## config.mk

```make
export PLATFORM = sky130hd
export DESIGN_NAME = portalBridge
export DESIGN_NICKNAME = d
export VERILOG_FILES = /design/src/portalPkg.sv /design/src/portalBridge.sv /design/src/writeCommitter.sv /design/src/readResponder.sv /design/src/burstSplitter.sv /design/src/portalFifo.sv
export VERILOG_INCLUDE_DIRS = /design/src
export SDC_FILE = /design/constraint.sdc
export NUM_CORES = 1
export LEC_CHECK = 0
export BUFFER_PORTS_ARGS = -buffer_cell sky130_fd_sc_hd__buf_2
export CORE_ASPECT_RATIO = 0.7
export CORE_MARGIN = 2
export CORE_UTILIZATION = 50
export CTS_BUF_LIST = sky130_fd_sc_hd__clkbuf_8 sky130_fd_sc_hd__clkbuf_16
export DETAILED_ROUTE_END_ITERATION = 8
export PLACE_DENSITY = 0.72
export SETUP_SLACK_MARGIN = 0.15
export SYNTH_ARGS = -nofsm -noshare
export SYNTH_HDL_FRONTEND = slang
export SYNTH_SLANG_ARGS = --single-unit
```

## constraint.sdc

```tcl
create_clock -name CLK -period 3.35 [get_ports CLK]
set_input_delay 0.5025 -clock CLK [delete_from_list [all_inputs] [get_ports CLK]]
set_output_delay 0.5025 -clock CLK [all_outputs]
set_load 0.1 [all_outputs]
```

## src/portal_params.svh

```systemverilog
`ifndef PORTAL_PARAMS_SVH
`define PORTAL_PARAMS_SVH

// Bus geometry
`define PORTAL_DATA_W 32
`define PORTAL_ID_W 6
`define PORTAL_LEN_W 4     // Beats minus one
`define PORTAL_ADDR_W 12
`define PORTAL_OFS_W 5

// Queue depths
`define PORTAL_ADDR_DEPTH 2
`define PORTAL_BEAT_DEPTH 2

// Control region offsets
`define CTRL_INT_STATUS 5'h00
`define CTRL_INT_ENABLE 5'h04
`define CTRL_NUM_TILES 5'h08
`define CTRL_QUEUE_STATUS 5'h0C
`define CTRL_PORTAL_ID 5'h10
`define CTRL_NUM_PORTALS 5'h14

// Data region offsets
`define DATA_IND_OFS 5'h00
`define DATA_NOTFULL_OFS 5'h04

// Constant register contents
`define VAL_NUM_TILES 32'd1
`define VAL_PORTAL_ID 32'd5
`define VAL_NUM_PORTALS 32'd1
`define VAL_UNMAPPED 32'h005A05A0

`endif
```

## src/portalPkg.sv

```systemverilog
`default_nettype none
`include "portal_params.svh"

package portalPkg;

  typedef logic [`PORTAL_DATA_W-1:0] dataWord;
  typedef logic [`PORTAL_ID_W-1:0] beatId;
  typedef logic [`PORTAL_OFS_W-1:0] wordOffset;

  // One queued address burst
  typedef struct packed {
    wordOffset ofs;
    logic [`PORTAL_LEN_W-1:0] len;
    beatId id;
    logic ctrl;    // Control region hit
  } burstReq;

  typedef struct packed {
    wordOffset ofs;
    beatId id;
    logic ctrl;
    logic last;    // Final word of its burst
  } beatEntry;

  typedef struct packed {
    dataWord data;
    beatId id;
    logic last;
  } readBeat;

endpackage

`default_nettype wire

```

## src/portalBridge.sv

```systemverilog
`timescale 1ns/100ps
`default_nettype none
`include "portal_params.svh"

module portalBridge (
  input  wire                      CLK,
  input  wire                      RST_N,
  // Read address and data
  input  wire                      arValid,
  output wire                      arReady,
  input  wire [`PORTAL_ADDR_W-1:0] arAddr,
  input  wire [`PORTAL_LEN_W-1:0]  arLen,
  input  wire portalPkg::beatId    arId,
  output wire                      rValid,
  input  wire                      rReady,
  output wire portalPkg::dataWord  rData,
  output wire portalPkg::beatId    rId,
  output wire                      rLast,
  // Write address, data and response
  input  wire                      awValid,
  output wire                      awReady,
  input  wire [`PORTAL_ADDR_W-1:0] awAddr,
  input  wire [`PORTAL_LEN_W-1:0]  awLen,
  input  wire portalPkg::beatId    awId,
  input  wire                      wValid,
  output wire                      wReady,
  input  wire portalPkg::dataWord  wData,
  output wire                      bValid,
  input  wire                      bReady,
  output wire portalPkg::beatId    bId,
  // User core
  output wire                      reqEnq,
  output wire portalPkg::dataWord  reqData,
  input  wire                      reqReady,
  input  wire                      indValid,
  input  wire portalPkg::dataWord  indData,
  output wire                      indDeq,
  output wire                      interrupt
);

  wire rdBeatValid, rdBeatTake;
  wire wrBeatValid, wrBeatTake;
  wire portalPkg::beatEntry rdBeat;
  wire portalPkg::beatEntry wrBeat;
  wire intEnable;

  burstSplitter readSplit (
    .CLK(CLK), .RST_N(RST_N),
    .addrValid(arValid), .addrReady(arReady), .addr(arAddr), .len(arLen), .id(arId),
    .beatValid(rdBeatValid), .beat(rdBeat), .beatTake(rdBeatTake)
  );

  burstSplitter writeSplit (
    .CLK(CLK), .RST_N(RST_N),
    .addrValid(awValid), .addrReady(awReady), .addr(awAddr), .len(awLen), .id(awId),
    .beatValid(wrBeatValid), .beat(wrBeat), .beatTake(wrBeatTake)
  );

  readResponder reader (
    .CLK(CLK), .RST_N(RST_N),
    .beatValid(rdBeatValid), .beat(rdBeat), .beatTake(rdBeatTake),
    .intEnable(intEnable), .indValid(indValid), .indData(indData), .indDeq(indDeq),
    .reqReady(reqReady),
    .rValid(rValid), .rReady(rReady), .rData(rData), .rId(rId), .rLast(rLast)
  );

  writeCommitter writer (
    .CLK(CLK), .RST_N(RST_N),
    .beatValid(wrBeatValid), .beat(wrBeat), .beatTake(wrBeatTake),
    .wValid(wValid), .wReady(wReady), .wData(wData),
    .reqEnq(reqEnq), .reqData(reqData), .reqReady(reqReady),
    .indValid(indValid), .intEnable(intEnable), .interrupt(interrupt),
    .bValid(bValid), .bReady(bReady), .bId(bId)
  );

endmodule

`default_nettype wire

```

## src/writeCommitter.sv

```systemverilog
`timescale 1ns/100ps
`default_nettype none
`include "portal_params.svh"

module writeCommitter (
  input  wire                      CLK,
  input  wire                      RST_N,
  input  wire                      beatValid,
  input  wire portalPkg::beatEntry beat,
  output logic                     beatTake,
  input  wire                      wValid,
  output logic                     wReady,
  input  wire portalPkg::dataWord  wData,
  output logic                     reqEnq,
  output portalPkg::dataWord       reqData,
  input  wire                      reqReady,
  input  wire                      indValid,
  output logic                     intEnable,
  output logic                     interrupt,
  output logic                     bValid,
  input  wire                      bReady,
  output portalPkg::beatId         bId
);

  portalPkg::dataWord dataHead;
  logic dataFull, dataEmpty;
  logic respFull, respEmpty;
  logic commit;
  logic enableWrite;

  assign wReady = !dataFull;

  portalFifo #(.T(portalPkg::dataWord), .depth(`PORTAL_BEAT_DEPTH)) dataQ (
    .CLK(CLK), .RST_N(RST_N),
    .push(wValid && wReady), .pushData(wData), .full(dataFull),
    .pop(commit), .popData(dataHead), .empty(dataEmpty)
  );

  // Beat and word paired; data writes need request room, last beat needs a B slot
  assign commit = beatValid && !dataEmpty && (beat.ctrl || reqReady) &&
                  (!beat.last || !respFull);
  assign beatTake = commit;
  assign reqEnq = commit && !beat.ctrl;
  assign reqData = dataHead;

  // Only the enable bit is writable in the control region
  assign enableWrite = commit && beat.ctrl && beat.ofs == `CTRL_INT_ENABLE;

  always_ff @(posedge CLK) begin
    if (!RST_N) begin
      intEnable <= 1'b0;
    end else if (enableWrite) begin
      intEnable <= dataHead[0];
    end
  end

  assign interrupt = intEnable && indValid;

  portalFifo #(.T(portalPkg::beatId), .depth(`PORTAL_BEAT_DEPTH)) respQ (
    .CLK(CLK), .RST_N(RST_N),
    .push(commit && beat.last), .pushData(beat.id), .full(respFull),
    .pop(bValid && bReady), .popData(bId), .empty(respEmpty)
  );

  assign bValid = !respEmpty;   // One cycle after the last beat

endmodule

`default_nettype wire

```

## src/readResponder.sv

```systemverilog
`timescale 1ns/100ps
`default_nettype none
`include "portal_params.svh"

module readResponder (
  input  wire                      CLK,
  input  wire                      RST_N,
  input  wire                      beatValid,
  input  wire portalPkg::beatEntry beat,
  output logic                     beatTake,
  input  wire                      intEnable,
  input  wire                      indValid,
  input  wire portalPkg::dataWord  indData,
  output logic                     indDeq,
  input  wire                      reqReady,
  output logic                     rValid,
  input  wire                      rReady,
  output portalPkg::dataWord       rData,
  output portalPkg::beatId         rId,
  output logic                     rLast
);

  portalPkg::dataWord ctrlWord;
  portalPkg::dataWord portalWord;
  portalPkg::readBeat respIn;
  portalPkg::readBeat respHead;
  logic indRead;
  logic commit;
  logic respFull, respEmpty;

  assign indRead = !beat.ctrl && beat.ofs == `DATA_IND_OFS;

  // An indication read stalls until the core presents a word
  assign commit = beatValid && !respFull && (!indRead || indValid);
  assign beatTake = commit;
  assign indDeq = commit && indRead;

  // Control register file
  always_comb begin
    case (beat.ofs)
      `CTRL_INT_STATUS, `CTRL_QUEUE_STATUS: ctrlWord = portalPkg::dataWord'(indValid);
      `CTRL_INT_ENABLE:  ctrlWord = portalPkg::dataWord'(intEnable);
      `CTRL_NUM_TILES:   ctrlWord = `VAL_NUM_TILES;
      `CTRL_PORTAL_ID:   ctrlWord = `VAL_PORTAL_ID;
      `CTRL_NUM_PORTALS: ctrlWord = `VAL_NUM_PORTALS;
      default:           ctrlWord = `VAL_UNMAPPED;
    endcase
  end

  always_comb begin
    case (beat.ofs)
      `DATA_IND_OFS:     portalWord = indData;
      `DATA_NOTFULL_OFS: portalWord = portalPkg::dataWord'(reqReady);   // Request room
      default:           portalWord = '0;
    endcase
  end

  always_comb begin
    respIn.data = beat.ctrl ? ctrlWord : portalWord;
    respIn.id = beat.id;
    respIn.last = beat.last;
  end

  portalFifo #(.T(portalPkg::readBeat), .depth(`PORTAL_BEAT_DEPTH)) respQ (
    .CLK(CLK), .RST_N(RST_N),
    .push(commit), .pushData(respIn), .full(respFull),
    .pop(rValid && rReady), .popData(respHead), .empty(respEmpty)
  );

  assign rValid = !respEmpty;
  assign rData = respHead.data;
  assign rId = respHead.id;
  assign rLast = respHead.last;

endmodule

`default_nettype wire

```

## src/burstSplitter.sv

```systemverilog
`timescale 1ns/100ps
`default_nettype none
`include "portal_params.svh"

module burstSplitter (
  input  wire                      CLK,
  input  wire                      RST_N,
  input  wire                      addrValid,
  output logic                     addrReady,
  input  wire [`PORTAL_ADDR_W-1:0] addr,
  input  wire [`PORTAL_LEN_W-1:0]  len,
  input  wire portalPkg::beatId    id,
  output logic                     beatValid,
  output portalPkg::beatEntry      beat,
  input  wire                      beatTake
);

  portalPkg::burstReq inBurst;
  portalPkg::burstReq headBurst;
  portalPkg::beatEntry nextBeat;
  portalPkg::wordOffset curOfs;
  portalPkg::wordOffset ofsNow;
  logic [`PORTAL_LEN_W-1:0] remaining;
  logic [`PORTAL_LEN_W-1:0] remNow;
  logic firstBeat;
  logic lastNow;
  logic beatPush;
  logic burstFull, burstEmpty, beatFull, beatEmpty;

  always_comb begin
    inBurst.ofs = addr[`PORTAL_OFS_W-1:0];
    inBurst.len = len;
    inBurst.id = id;
    // Upper address bits all zero select the control region
    inBurst.ctrl = addr[`PORTAL_ADDR_W-1:`PORTAL_OFS_W] == '0;
  end

  assign addrReady = !burstFull;

  portalFifo #(.T(portalPkg::burstReq), .depth(`PORTAL_ADDR_DEPTH)) burstQ (
    .CLK(CLK), .RST_N(RST_N),
    .push(addrValid && addrReady), .pushData(inBurst), .full(burstFull),
    .pop(beatPush && lastNow), .popData(headBurst), .empty(burstEmpty)
  );

  // Walk the head burst
  assign ofsNow = firstBeat ? headBurst.ofs : curOfs;
  assign remNow = firstBeat ? headBurst.len : remaining;
  assign lastNow = remNow == '0;
  assign beatPush = !burstEmpty && !beatFull;

  always_comb begin
    nextBeat.ofs = ofsNow;
    nextBeat.id = headBurst.id;
    nextBeat.ctrl = headBurst.ctrl;
    nextBeat.last = lastNow;
  end

  always_ff @(posedge CLK) begin
    if (!RST_N) begin
      firstBeat <= 1'b1;
      curOfs <= '0;
      remaining <= '0;
    end else if (beatPush) begin
      curOfs <= ofsNow + portalPkg::wordOffset'(4);   // Wraps inside the region
      remaining <= remNow - 1'b1;
      firstBeat <= lastNow;
    end
  end

  portalFifo #(.T(portalPkg::beatEntry), .depth(`PORTAL_BEAT_DEPTH)) beatQ (
    .CLK(CLK), .RST_N(RST_N),
    .push(beatPush), .pushData(nextBeat), .full(beatFull),
    .pop(beatTake), .popData(beat), .empty(beatEmpty)
  );

  assign beatValid = !beatEmpty;

endmodule

`default_nettype wire

```

## src/portalFifo.sv

```systemverilog
`timescale 1ns/100ps
`default_nettype none

module portalFifo #(
  parameter type T = logic,
  parameter int depth = 2
) (
  input  wire   CLK,
  input  wire   RST_N,
  input  wire   push,
  input  wire T pushData,
  output logic  full,
  input  wire   pop,
  output T      popData,
  output logic  empty
);

  localparam int ptrW = (depth > 1) ? $clog2(depth) : 1;
  localparam int cntW = $clog2(depth + 1);

  T mem [depth];
  logic [ptrW-1:0] rdPtr;
  logic [ptrW-1:0] wrPtr;
  logic [cntW-1:0] count;
  logic doPush;
  logic doPop;

  function automatic logic [ptrW-1:0] nextPtr(input logic [ptrW-1:0] p);
    return (p == ptrW'(depth - 1)) ? '0 : p + 1'b1;   // Wrap at depth
  endfunction

  assign full = count == cntW'(depth);
  assign empty = count == '0;
  assign doPush = push && !full;
  assign doPop = pop && !empty;
  assign popData = mem[rdPtr];

  always_ff @(posedge CLK) begin
    if (doPush) begin
      mem[wrPtr] <= pushData;
    end
  end

  always_ff @(posedge CLK) begin
    if (!RST_N) begin
      rdPtr <= '0;
      wrPtr <= '0;
      count <= '0;
    end else begin
      if (doPush) begin
        wrPtr <= nextPtr(wrPtr);
      end
      if (doPop) begin
        rdPtr <= nextPtr(rdPtr);
      end
      if (doPush && !doPop) begin
        count <= count + 1'b1;
      end else if (doPop && !doPush) begin
        count <= count - 1'b1;
      end
    end
  end

endmodule

`default_nettype wire

```

Word-level counts from Yosys, hierarchy flattened
Memories as Yosys holds them, arrays and structs flattened. A register that Yosys moved wholly into a read port is not among the register bits. Index checks and enable logic that the tools add are counted.

Memories: 7. RAM bits: 270. Register bits after elaboration: 49. Word-level logic and storage cells: 248.

Memory list: reader.respQ.mem (words 2, width 39, rd ports 1, clocked after memory_dff 1, write ports 1, RTL line portalFifo.sv:21) `T mem [depth];`; writer.dataQ.mem (words 2, width 32, rd ports 1, clocked after memory_dff 1, write ports 1, RTL line portalFifo.sv:21); readSplit.burstQ.mem (words 2, width 16, rd ports 1, clocked after memory_dff 1, write ports 1, RTL line portalFifo.sv:21); writeSplit.burstQ.mem (words 2, width 16, rd ports 1, clocked after memory_dff 1, write ports 1, RTL line portalFifo.sv:21); readSplit.beatQ.mem (words 2, width 13, rd ports 1, clocked after memory_dff 1, write ports 1, RTL line portalFifo.sv:21); writeSplit.beatQ.mem (words 2, width 13, rd ports 1, clocked after memory_dff 1, write ports 1, RTL line portalFifo.sv:21); +1 memories.

Eq/ne operators: 13. Reductions and logical operators: 105. Multiplexer cells: 63. $add $sub $neg: 32.

Operators by type and width (count): $pmux 23 s4 (1); $pmux 32 s2 (1); $logic_and 1x1->1 (49); $mux 1 (42); $logic_not 1->1 (32); $mux 32 (1); $mux 2 (14); $add 1x1->1 const B (14); $add 2x1->2 const B (7); $eq 2x2->1 const B (7); $logic_not 2->1 (7); $logic_not 7->1 (2); $reduce_bool 2->1 (7); $sub 2x1->2 const B (7); $add 5x3->5 const B (2); $eq 5x3->1 const B (2); $eq 5x4->1 const B (2); $eq 5x5->1 const B (2); $mux 5 (2); $logic_not 4->1 (2); $mux 4 (2); $sub 4x1->4 const B (2); $logic_not 5->1 (1); $reduce_or 2->1 (2); $logic_or 1x1->1 (3).

Depth between registers and ports, before layout
Gate-level depths: netlist of the first run.

Depth in word-level cells: 11. Gate-level depth with buffers: 9. Gate-level depth less buffers: 8.

Hierarchy
From an unflattened synthesis of the first run, not the netlist that was laid out.

Cells, all modules: 811. Area total of the unflattened synthesis: 13120.1 um^2.

By module, submodules not included: portalFifo at reader.respQ (area an instance 3041.7 um^2, times used 1, cells an instance 146); portalFifo at readSplit.burstQ ... (area an instance 1387.6 um^2, times used 2, cells an instance 75); portalFifo at writer.dataQ (area an instance 2536.2 um^2, times used 1, cells an instance 125); portalFifo at readSplit.beatQ ... (area an instance 1166.1 um^2, times used 2, cells an instance 65); burstSplitter (area an instance 621.8 um^2, times used 2, cells an instance 72); portalFifo at writer.respQ (area an instance 665.6 um^2, times used 1, cells an instance 44); readResponder (area an instance 392.9 um^2, times used 1, cells an instance 56); writeCommitter (area an instance 132.6 um^2, times used 1, cells an instance 16).

Worst setup path after synthesis of the first run
No wires, ideal clock.

Path type: register to output. Start: reg (tool-made name). End: out indDeq. Setup slack: -0.218 ns. Path buffers: 1. Stages on the path, launching flop included: 6. Required time: 2.847 ns. Data arrival time: 3.066 ns. Path through: dfxtp_1 clkbuf_1 nor3_1 nor2_1 a21o_1 nor3_1.

RTL lines: end, declared (RTL line portalBridge.sv:37) `output wire indDeq,`.

==> results list, run 1 <==
- The run finished, with violations left.
* Violated checks: DRC
- Most common library cell in the layout ignoring fill and taps: sky130_fd_sc_hd__edfxtp_1
* Wire length after detailed routing: around 23 mm
* # clock sinks: roughly 330
* Remaining antenna violation count: 0
- Among all flip-flop cells after synthesis, the most frequent one is sky130_fd_sc_hd__edfxtp_1.
* Detailed-route via count: ~7000
- Most used cells in the layout excluding fill and tap cells: sky130_fd_sc_hd__edfxtp_1 (270), sky130_fd_sc_hd__buf_2 (201), sky130_fd_sc_hd__mux2_2 (115)
- Entering global routing, the biggest net connects 47 pins.
- Quantity of gates resized following cts: 1
* Number of I/O pins: roughly 200
* Growth of design area from synthesis to finish: 19.4%
- Starting density of the core: 0.512
- The floorplan step defined a core boundary enclosing around 25000 um^2.
* Horiz. Die Dim: between 150 and 200 um
* Kind of critical path: reg2out
* Number of warning messages in the yosys log: 0
- The root buffer cell chosen for the clock tree is sky130_fd_sc_hd__clkbuf_16.
- For this run, asynchronously set or reset flops after synthesis account for 0.
* Per-instance average area after synthesis: ~16 um^2
- Before antenna repair, the detailed router went through 7 iterations.
* Fin nets: 1151
* Total CTS buffers: 31
* Number of max-slew violations in the final report: 0
* H-tree level count: 1
- In this run the worst setup path begins at readSplit.beatQ.mem[1][12].
- Total die area: around 27000 um^2
- Setup violations remaining at the end of the flow were counted as 0.
- Vias in the first global route: roughly 7000
- Synthesis handed over a netlist of 799 instances.
- Wire length of the first global-routing pass: ~35 mm
- Number of port buffers: roughly 200
- Clock skew on the completed layout was measured at 8.43 ps.
- The worst setup path is launched from a flip-flop.
- The number of hold buffers added after CTS was 0.
- After detailed routing, the number of vias per cell comes to between 5 and 6.
- Number of DRC violations after detailed routing: 20
- TritonCTS clock tree: built
- Chip height: 137 um
- For this run the aggregate overflow at the end of global routing stands at 0.
- Worst slew margin relative to its limit: 0.357
* Postcts setup bufs: 0
- Period utilization: 0.898
- At the end of routability-driven placement, the weighted congestion stood at ~0.81.
- When the netlist entered floorplanning its net count stood at 929.
* Maximum clock rate: 332 MHz
- Clock latency on the worst-skew pair, taken at its later pin, is about 540 ps.
- Min Tclk post-route: 3010 ps
- Yosys attributes the largest share of cell area to sky130_fd_sc_hd__edfxtp_1 (64%), sky130_fd_sc_hd__mux2_2 (10%), sky130_fd_sc_hd__dfxtp_1 (8.8%).
* Antenna violations before repair: 0
* Post-CTS clock slew at the launch and capture registers of the worst setup and hold paths: 60 ps
- Count of flip-flops with a built-in enable after synthesis: 270
- Of the cells placed in the final design, the portion with a size suffix greater than 1 is 0.375.
- Final setup TNS: 0 ps
* Cell row count: 48
- Once detailed placement completed, the half-perimeter wirelength came to about 15 mm.
* Sequential-to-total area share from yosys stat: 0.727
- Unrepaired setup endpoints after global routing: no
- The tightest min-delay check is of the in2reg type.
- In this run the worst path has a maximum fanout of 6.
- Dividing the detail-routed wire length by the instance count gives approximately 17 um.
* Final core utilization: 0.611
* Hold path startpoint: arLen[1]
- Number of distinct library cells after synthesis: 52
* Max Root-Sink Buffers: 3
- Maximum capacitance violations: 0
- Data on the critical path arrives at its endpoint at approximately 2500 ps.
- Area leader, netlist: sky130_fd_sc_hd__edfxtp_1
* Number of flip-flops and latches in the synthesized netlist: 326
* Critical path endpoint category: output port
- All-Layer GR Usage: 0.168
- Worst Max-Slew Pin Slew: a little under 1000 ps
* Register-to-Register Setup Slack: roughly 600 ps
* Endpoints failing hold: 0
* Cell area after technology mapping: roughly 13000 um^2
- The number of antenna diodes in the final layout is 0.
- Of the post-synthesis cell area, the dominant cell type holds 0.639.
* 1st-iter DRT viols: just over 400
* Worst endpoint required time: about 2900 ps
==> critical path: stages, from the launching register on <==
cell and delay [ps]:
sky130_fd_sc_hd__edfxtp_1 470, sky130_fd_sc_hd__or3b_1 410, sky130_fd_sc_hd__a222oi_1 410, sky130_fd_sc_hd__a21o_1 320, sky130_fd_sc_hd__nor3_2 70, sky130_fd_sc_hd__buf_2 290
==> through the flow <==
step | instance area, um^2 | hold WS, ps | setup slack, ps | instances
6_report | 15200 | 148 | 342 | 1369
5_1_grt | 15200 | 123 | 167 | 1369
4_1_cts | 15200 | 116 | 214 | 1369
3_5_place_dp | 14100 | 446 | 426 | 1313
3_3_place_gp | 14100 | 442 | 493 | 1313
2_1_floorplan | 12700 | 436 | 365 | 799
==> path summary, 6_finish.rpt <==
check / end / cells after the start
setup / recovery: indDeq / 5
hold / removal: readSplit.burstQ.mem[1][8] / 1
setup reg to reg: readSplit.burstQ.count[1] / 7
hold reg to reg: readSplit.curOfs[3] / 2
==> synth_stat cells, drive strengths merged, types with 3 or more instances <==
cell type / number
nor3b: 3
clkbuf: 19
nor2: 55
or3b: 3
nand4: 4
nor3: 6
a211oi: 10
buf: 11
inv: 11
a31oi: 3
mux2i: 26
and3: 5
o22ai: 3
nand2: 42
ha: 13
o21ai: 10
or2: 3
nand2b: 8
xor2: 22
and2: 28
edfxtp: 270
or3: 10
xnor2: 5
dfxtp: 56
mux2: 115
a21oi: 27
==> kinds of logic after synthesis <==
group | Yosys count | synth area share
flops | 326 | 0.727
simple gates | 177 | 0.0693
mux | 141 | 0.123
compound gates | 72 | 0.0365
buf+inv | 43 | 0.0128
xor+xnor | 27 | 0.0186
fa+ha+maj | 13 | 0.0128
==> area by class of cell <==
class / count / area (um^2)
repair buffers: 219 / 1140
clock buffers: 33 / 803
flip-flops and latches: 326 / 9230
multi-input cells: 430 / 3310
inverters: 13 / 48.8
fillers: 1878 / 9650
well taps: 325 / 407
clock inverters: 23 / 208
==> routing by layer <==
layer | vias to the layer above | share of wire | track usage
met2 | 169 | 0.44 | 0.261
met4 | 0 | 0.016 | 0.0355
met5 | - | 0 | 0
li1 | 3445 | - | -
met1 | 3390 | 0.49 | 0.250
met3 | 29 | 0.057 | 0.0311
==> registers in the layout, indices dropped and copies added (netlist names), 5 cells and up, named ones only <==
name,count
writeSplit.curOfs,5
writer.respQ.mem,12
readSplit.burstQ.mem,32
readSplit.curOfs,5
writeSplit.beatQ.mem,26
readSplit.beatQ.mem,26
reader.respQ.mem,78
writer.dataQ.mem,64
writeSplit.burstQ.mem,32
Power of run 1 is left out: the tool's default activity adds up to more than one toggle a clock period on the data nets, which glitch-free logic cannot reach.
==> run 2: changes to the inputs <==
clock period = 3.7 ns   (was 3.35 ns; I/O delays follow)
==> run 2 against run 1 <==
The flow still finishes with violations (DRC); sequential cell count is the same; utilization is 0.26 points lower; non-clock buffer count shrank 6; cell area decreased by 0.42%; clock skew up 13 ps; worst hold slack improved by 40 ps; via count rose by 0.17%; count of clock-buffer cells in the layout decreased by 2.
==> results list, run 2 (synthesis results as in run 1) <==
- Run status: finished, violations left (unchanged).
* Violated checks: DRC (unchanged)
- All-Layer GR Usage: 0.169 (was 0.168)
* Maximum capacitance violations: 0 (unchanged)
- Worst Hold Path Cells: 1 (unchanged)
- Total die area: 26700 um^2 (unchanged)
- The register containing the most flip-flops in the final layout was reader.respQ.mem (unchanged).
* Final setup TNS: 0 ps (unchanged)
- Hpwl dp: 15.3 mm (about the same)
* Detailed-route via count: 7045 (was 7033)
- Worst endpoint required time: 3140 ps (was 2850 ps)
- Via count normalized by instance count: 5.17 (was 5.14)
- Total CTS buffers: 31 (unchanged)
- The TritonCTS clock tree is built (unchanged).
- The total I/O pin count is 202 (unchanged).
- Vias in the first global route: 6771 (was 6806)
- The path category of the worst min-delay check is in2reg (unchanged).
- The average wire length per cell after detail routing was 16.8 um (about the same).
- Worst Max-Slew Pin Slew: 1090 ps (was 965 ps)
* Wire length after detailed routing: 22.9 mm (was 23.0 mm)
* Wl on met1: 11.1 mm (was 11.3 mm)
- The number of antenna violations at the first check in global routing came to 0 (unchanged).
- Unrepaired setup endpoints after global routing: no (unchanged)
* Storage cell area: 9230 um^2 (about the same)
- The fraction of layout cells with a size suffix above 1 is 0.370 (was 0.375).
* Crit-path cells: buf_4 > or3_1 > a222oi_1 > a21o_2 > nor3_2 > buf_2 (was or3b_1 > a222oi_1 > a21o_1 > nor3_2 > buf_2)
- Registers with the most flip-flops: reader.respQ.mem: 78 flops, writer.dataQ.mem: 64 flops (unchanged)
- Maximum number of pins on one net before global-route repair: 47 (unchanged)
- Endpoints failing hold: 0 (unchanged)
- Arrival @ worst endpoint: 2770 ps (was 2510 ps)
- # clock sinks: 326 (unchanged)
- The launch instance of the worst min-delay path was arId[5] (was arLen[1]).
- The total met2 wirelength after detailed routing was 10.1 mm (about the same).
- Register-to-Register Setup Slack: 800 ps (was 600 ps)
- Cell row count: 48 (unchanged)
* Growth of design area from synthesis to finish: 18.9% (was 19.4%)
- Most used cells in the layout excluding fill and tap cells: sky130_fd_sc_hd__edfxtp_1 (270), sky130_fd_sc_hd__buf_2 (201), sky130_fd_sc_hd__mux2_2 (115) (unchanged)
- Maximum clock rate: 301 MHz
* Period utilization: 0.897
- The endpoint of the worst hold-timing path is readSplit.burstQ.mem[0][6] (was readSplit.burstQ.mem[1][8]).
* Number of port buffers: 201 (unchanged)
* Startpoint Class: flip-flop (unchanged)
- Detailed Routing Iterations Pass 1: 9 (was 7)
* Min Tclk post-route: roughly 3300 ps
- Top Layer Used: met4 (unchanged)
- Number of flip-flops under the largest register name: 78 (unchanged)
* Kind of critical path: reg2out (unchanged)
* Most common library cell in the layout ignoring fill and taps: sky130_fd_sc_hd__edfxtp_1 (unchanged)
- Gp weighted congestion: 0.832 (was 0.814)
* Cell depth of the worst flop-to-flop path: 6 (was 7)
* Reg-to-Reg End: reader.respQ.mem[1][15] (was readSplit.burstQ.count[1])
* Wire length of the first global-routing pass: 35.4 mm (was 35.5 mm)
- Met3 Wirelength: 1.25 mm (was 1.32 mm)
- The number of antenna diodes was 0 (unchanged).
* Worst slew margin relative to its limit: 0.271 (was 0.357)
* Number of max-slew violations in the final report: 0 (unchanged)
* Area used by multi-input combinational logic: 3310 um^2 (about the same)
- The fill cell instance count of the final layout is 1892 (was 1878).
* Max Root-Sink Buffers: 3 (unchanged)
- The vertical die dimension is 137 um (unchanged).
* Clock tree skew after final layout: 21.6 ps (was 8.43 ps)
* Largest fanout of any net on the critical path: 16 (was 6)
* Bufs and invs on worst path: 2 (was 1)
* Fin nets: 1145 (was 1151)
- Clock insertion delay at the later pin of the skew report: 550 ps (was 540 ps)
- 1st-iter DRT viols: 451 (was 411)
- Delay contributed by the slowest stage of the critical path: 470 ps (about the same)
- The endpoint kind of the worst setup timing path was an output port (unchanged).
- The library cell contributing the largest single delay on the critical path is sky130_fd_sc_hd__dfxtp_1 (was sky130_fd_sc_hd__edfxtp_1).
- Remaining antenna violation count: 0 (unchanged)
- Postcts setup bufs: 0 (unchanged)
* Starting density of the core: 0.512 (unchanged)
- Number of endpoints failing setup at the final stage: 0 (unchanged)
- H-tree level count: 1 (unchanged)
- Global route overflow: 0 (unchanged)
- Horiz. Die Dim: 194 um (unchanged)
- The clock input transition at the sequential cells of the worst setup and hold paths is 60 ps (about the same).
- The count of unresolved DRC violations after routing was 20 (unchanged).
- The root cell of the clock tree is sky130_fd_sc_hd__clkbuf_16 (unchanged).
* Top Family by Delay on Critical Path: compound AO/OA/AOI/OAI gates (unchanged)
- Std-Cell Core Area: 24800 um^2 (unchanged)
## run 2: repair_timing
| action | in CTS | in global routing |
|---|---|---|
| endpoints found under the setup margin | 0 | 1 |
| hold buffers | 0 | 0 |
| resized for setup | 0 | 1 |
## run 2: cell type report
type / instances / area share
well taps: 325 / 0.0269
multi-input cells: 430 / 0.220
repair buffers: 213 / 0.0726
inverters: 13 / 0.00323
clock inverters: 25 / 0.0145
clock buffers: 31 / 0.0514
flip-flops and latches: 326 / 0.612
## run 2: worst max path at each step
stage | slack (ps) | to | from | cells past startpoint
final | 380 | indDeq | flip-flop | 6
after global routing | 190 | indDeq | flip-flop | 6
after CTS | 320 | indDeq | flip-flop | 6
after detailed placement | 760 | reader.respQ.mem[1][33] | flip-flop | 6
after global placement | 860 | reader.respQ.mem[1][11] | flip-flop | 6
after floorplan | 450 | writer.dataQ.mem[0][0] | writer.dataQ.count[0] | 3
## run 2: stage by stage
stage	hold slack [ps]	std cells	area [um^2]	worst slack, ps	util
floorplan	436	799	12700	450	-
global placement	442	1307	14100	856	0.568
detailed placement	450	1307	14100	765	0.568
CTS	168	1363	15100	324	0.608
global route	163	1363	15100	192	0.608
finish	188	1363	15100	380	0.608
## run 2: per-layer routing
metal,GRT usage,vias to the layer above
li1,-,3442
met2,0.261,169
met4,0.0415,0
met3,0.0306,30
met5,0,-
met1,0.250,3404
## run 2: worst register-to-register path, stage by stage (launching register included)
cell	delay [ps]
sky130_fd_sc_hd__dfxtp_1	470
sky130_fd_sc_hd__buf_4	260
sky130_fd_sc_hd__or3_1	390
sky130_fd_sc_hd__a222oi_1	430
sky130_fd_sc_hd__a21o_2	300
sky130_fd_sc_hd__inv_2	100
sky130_fd_sc_hd__and2_2	510
Power of run 2 is left out for the same reason.
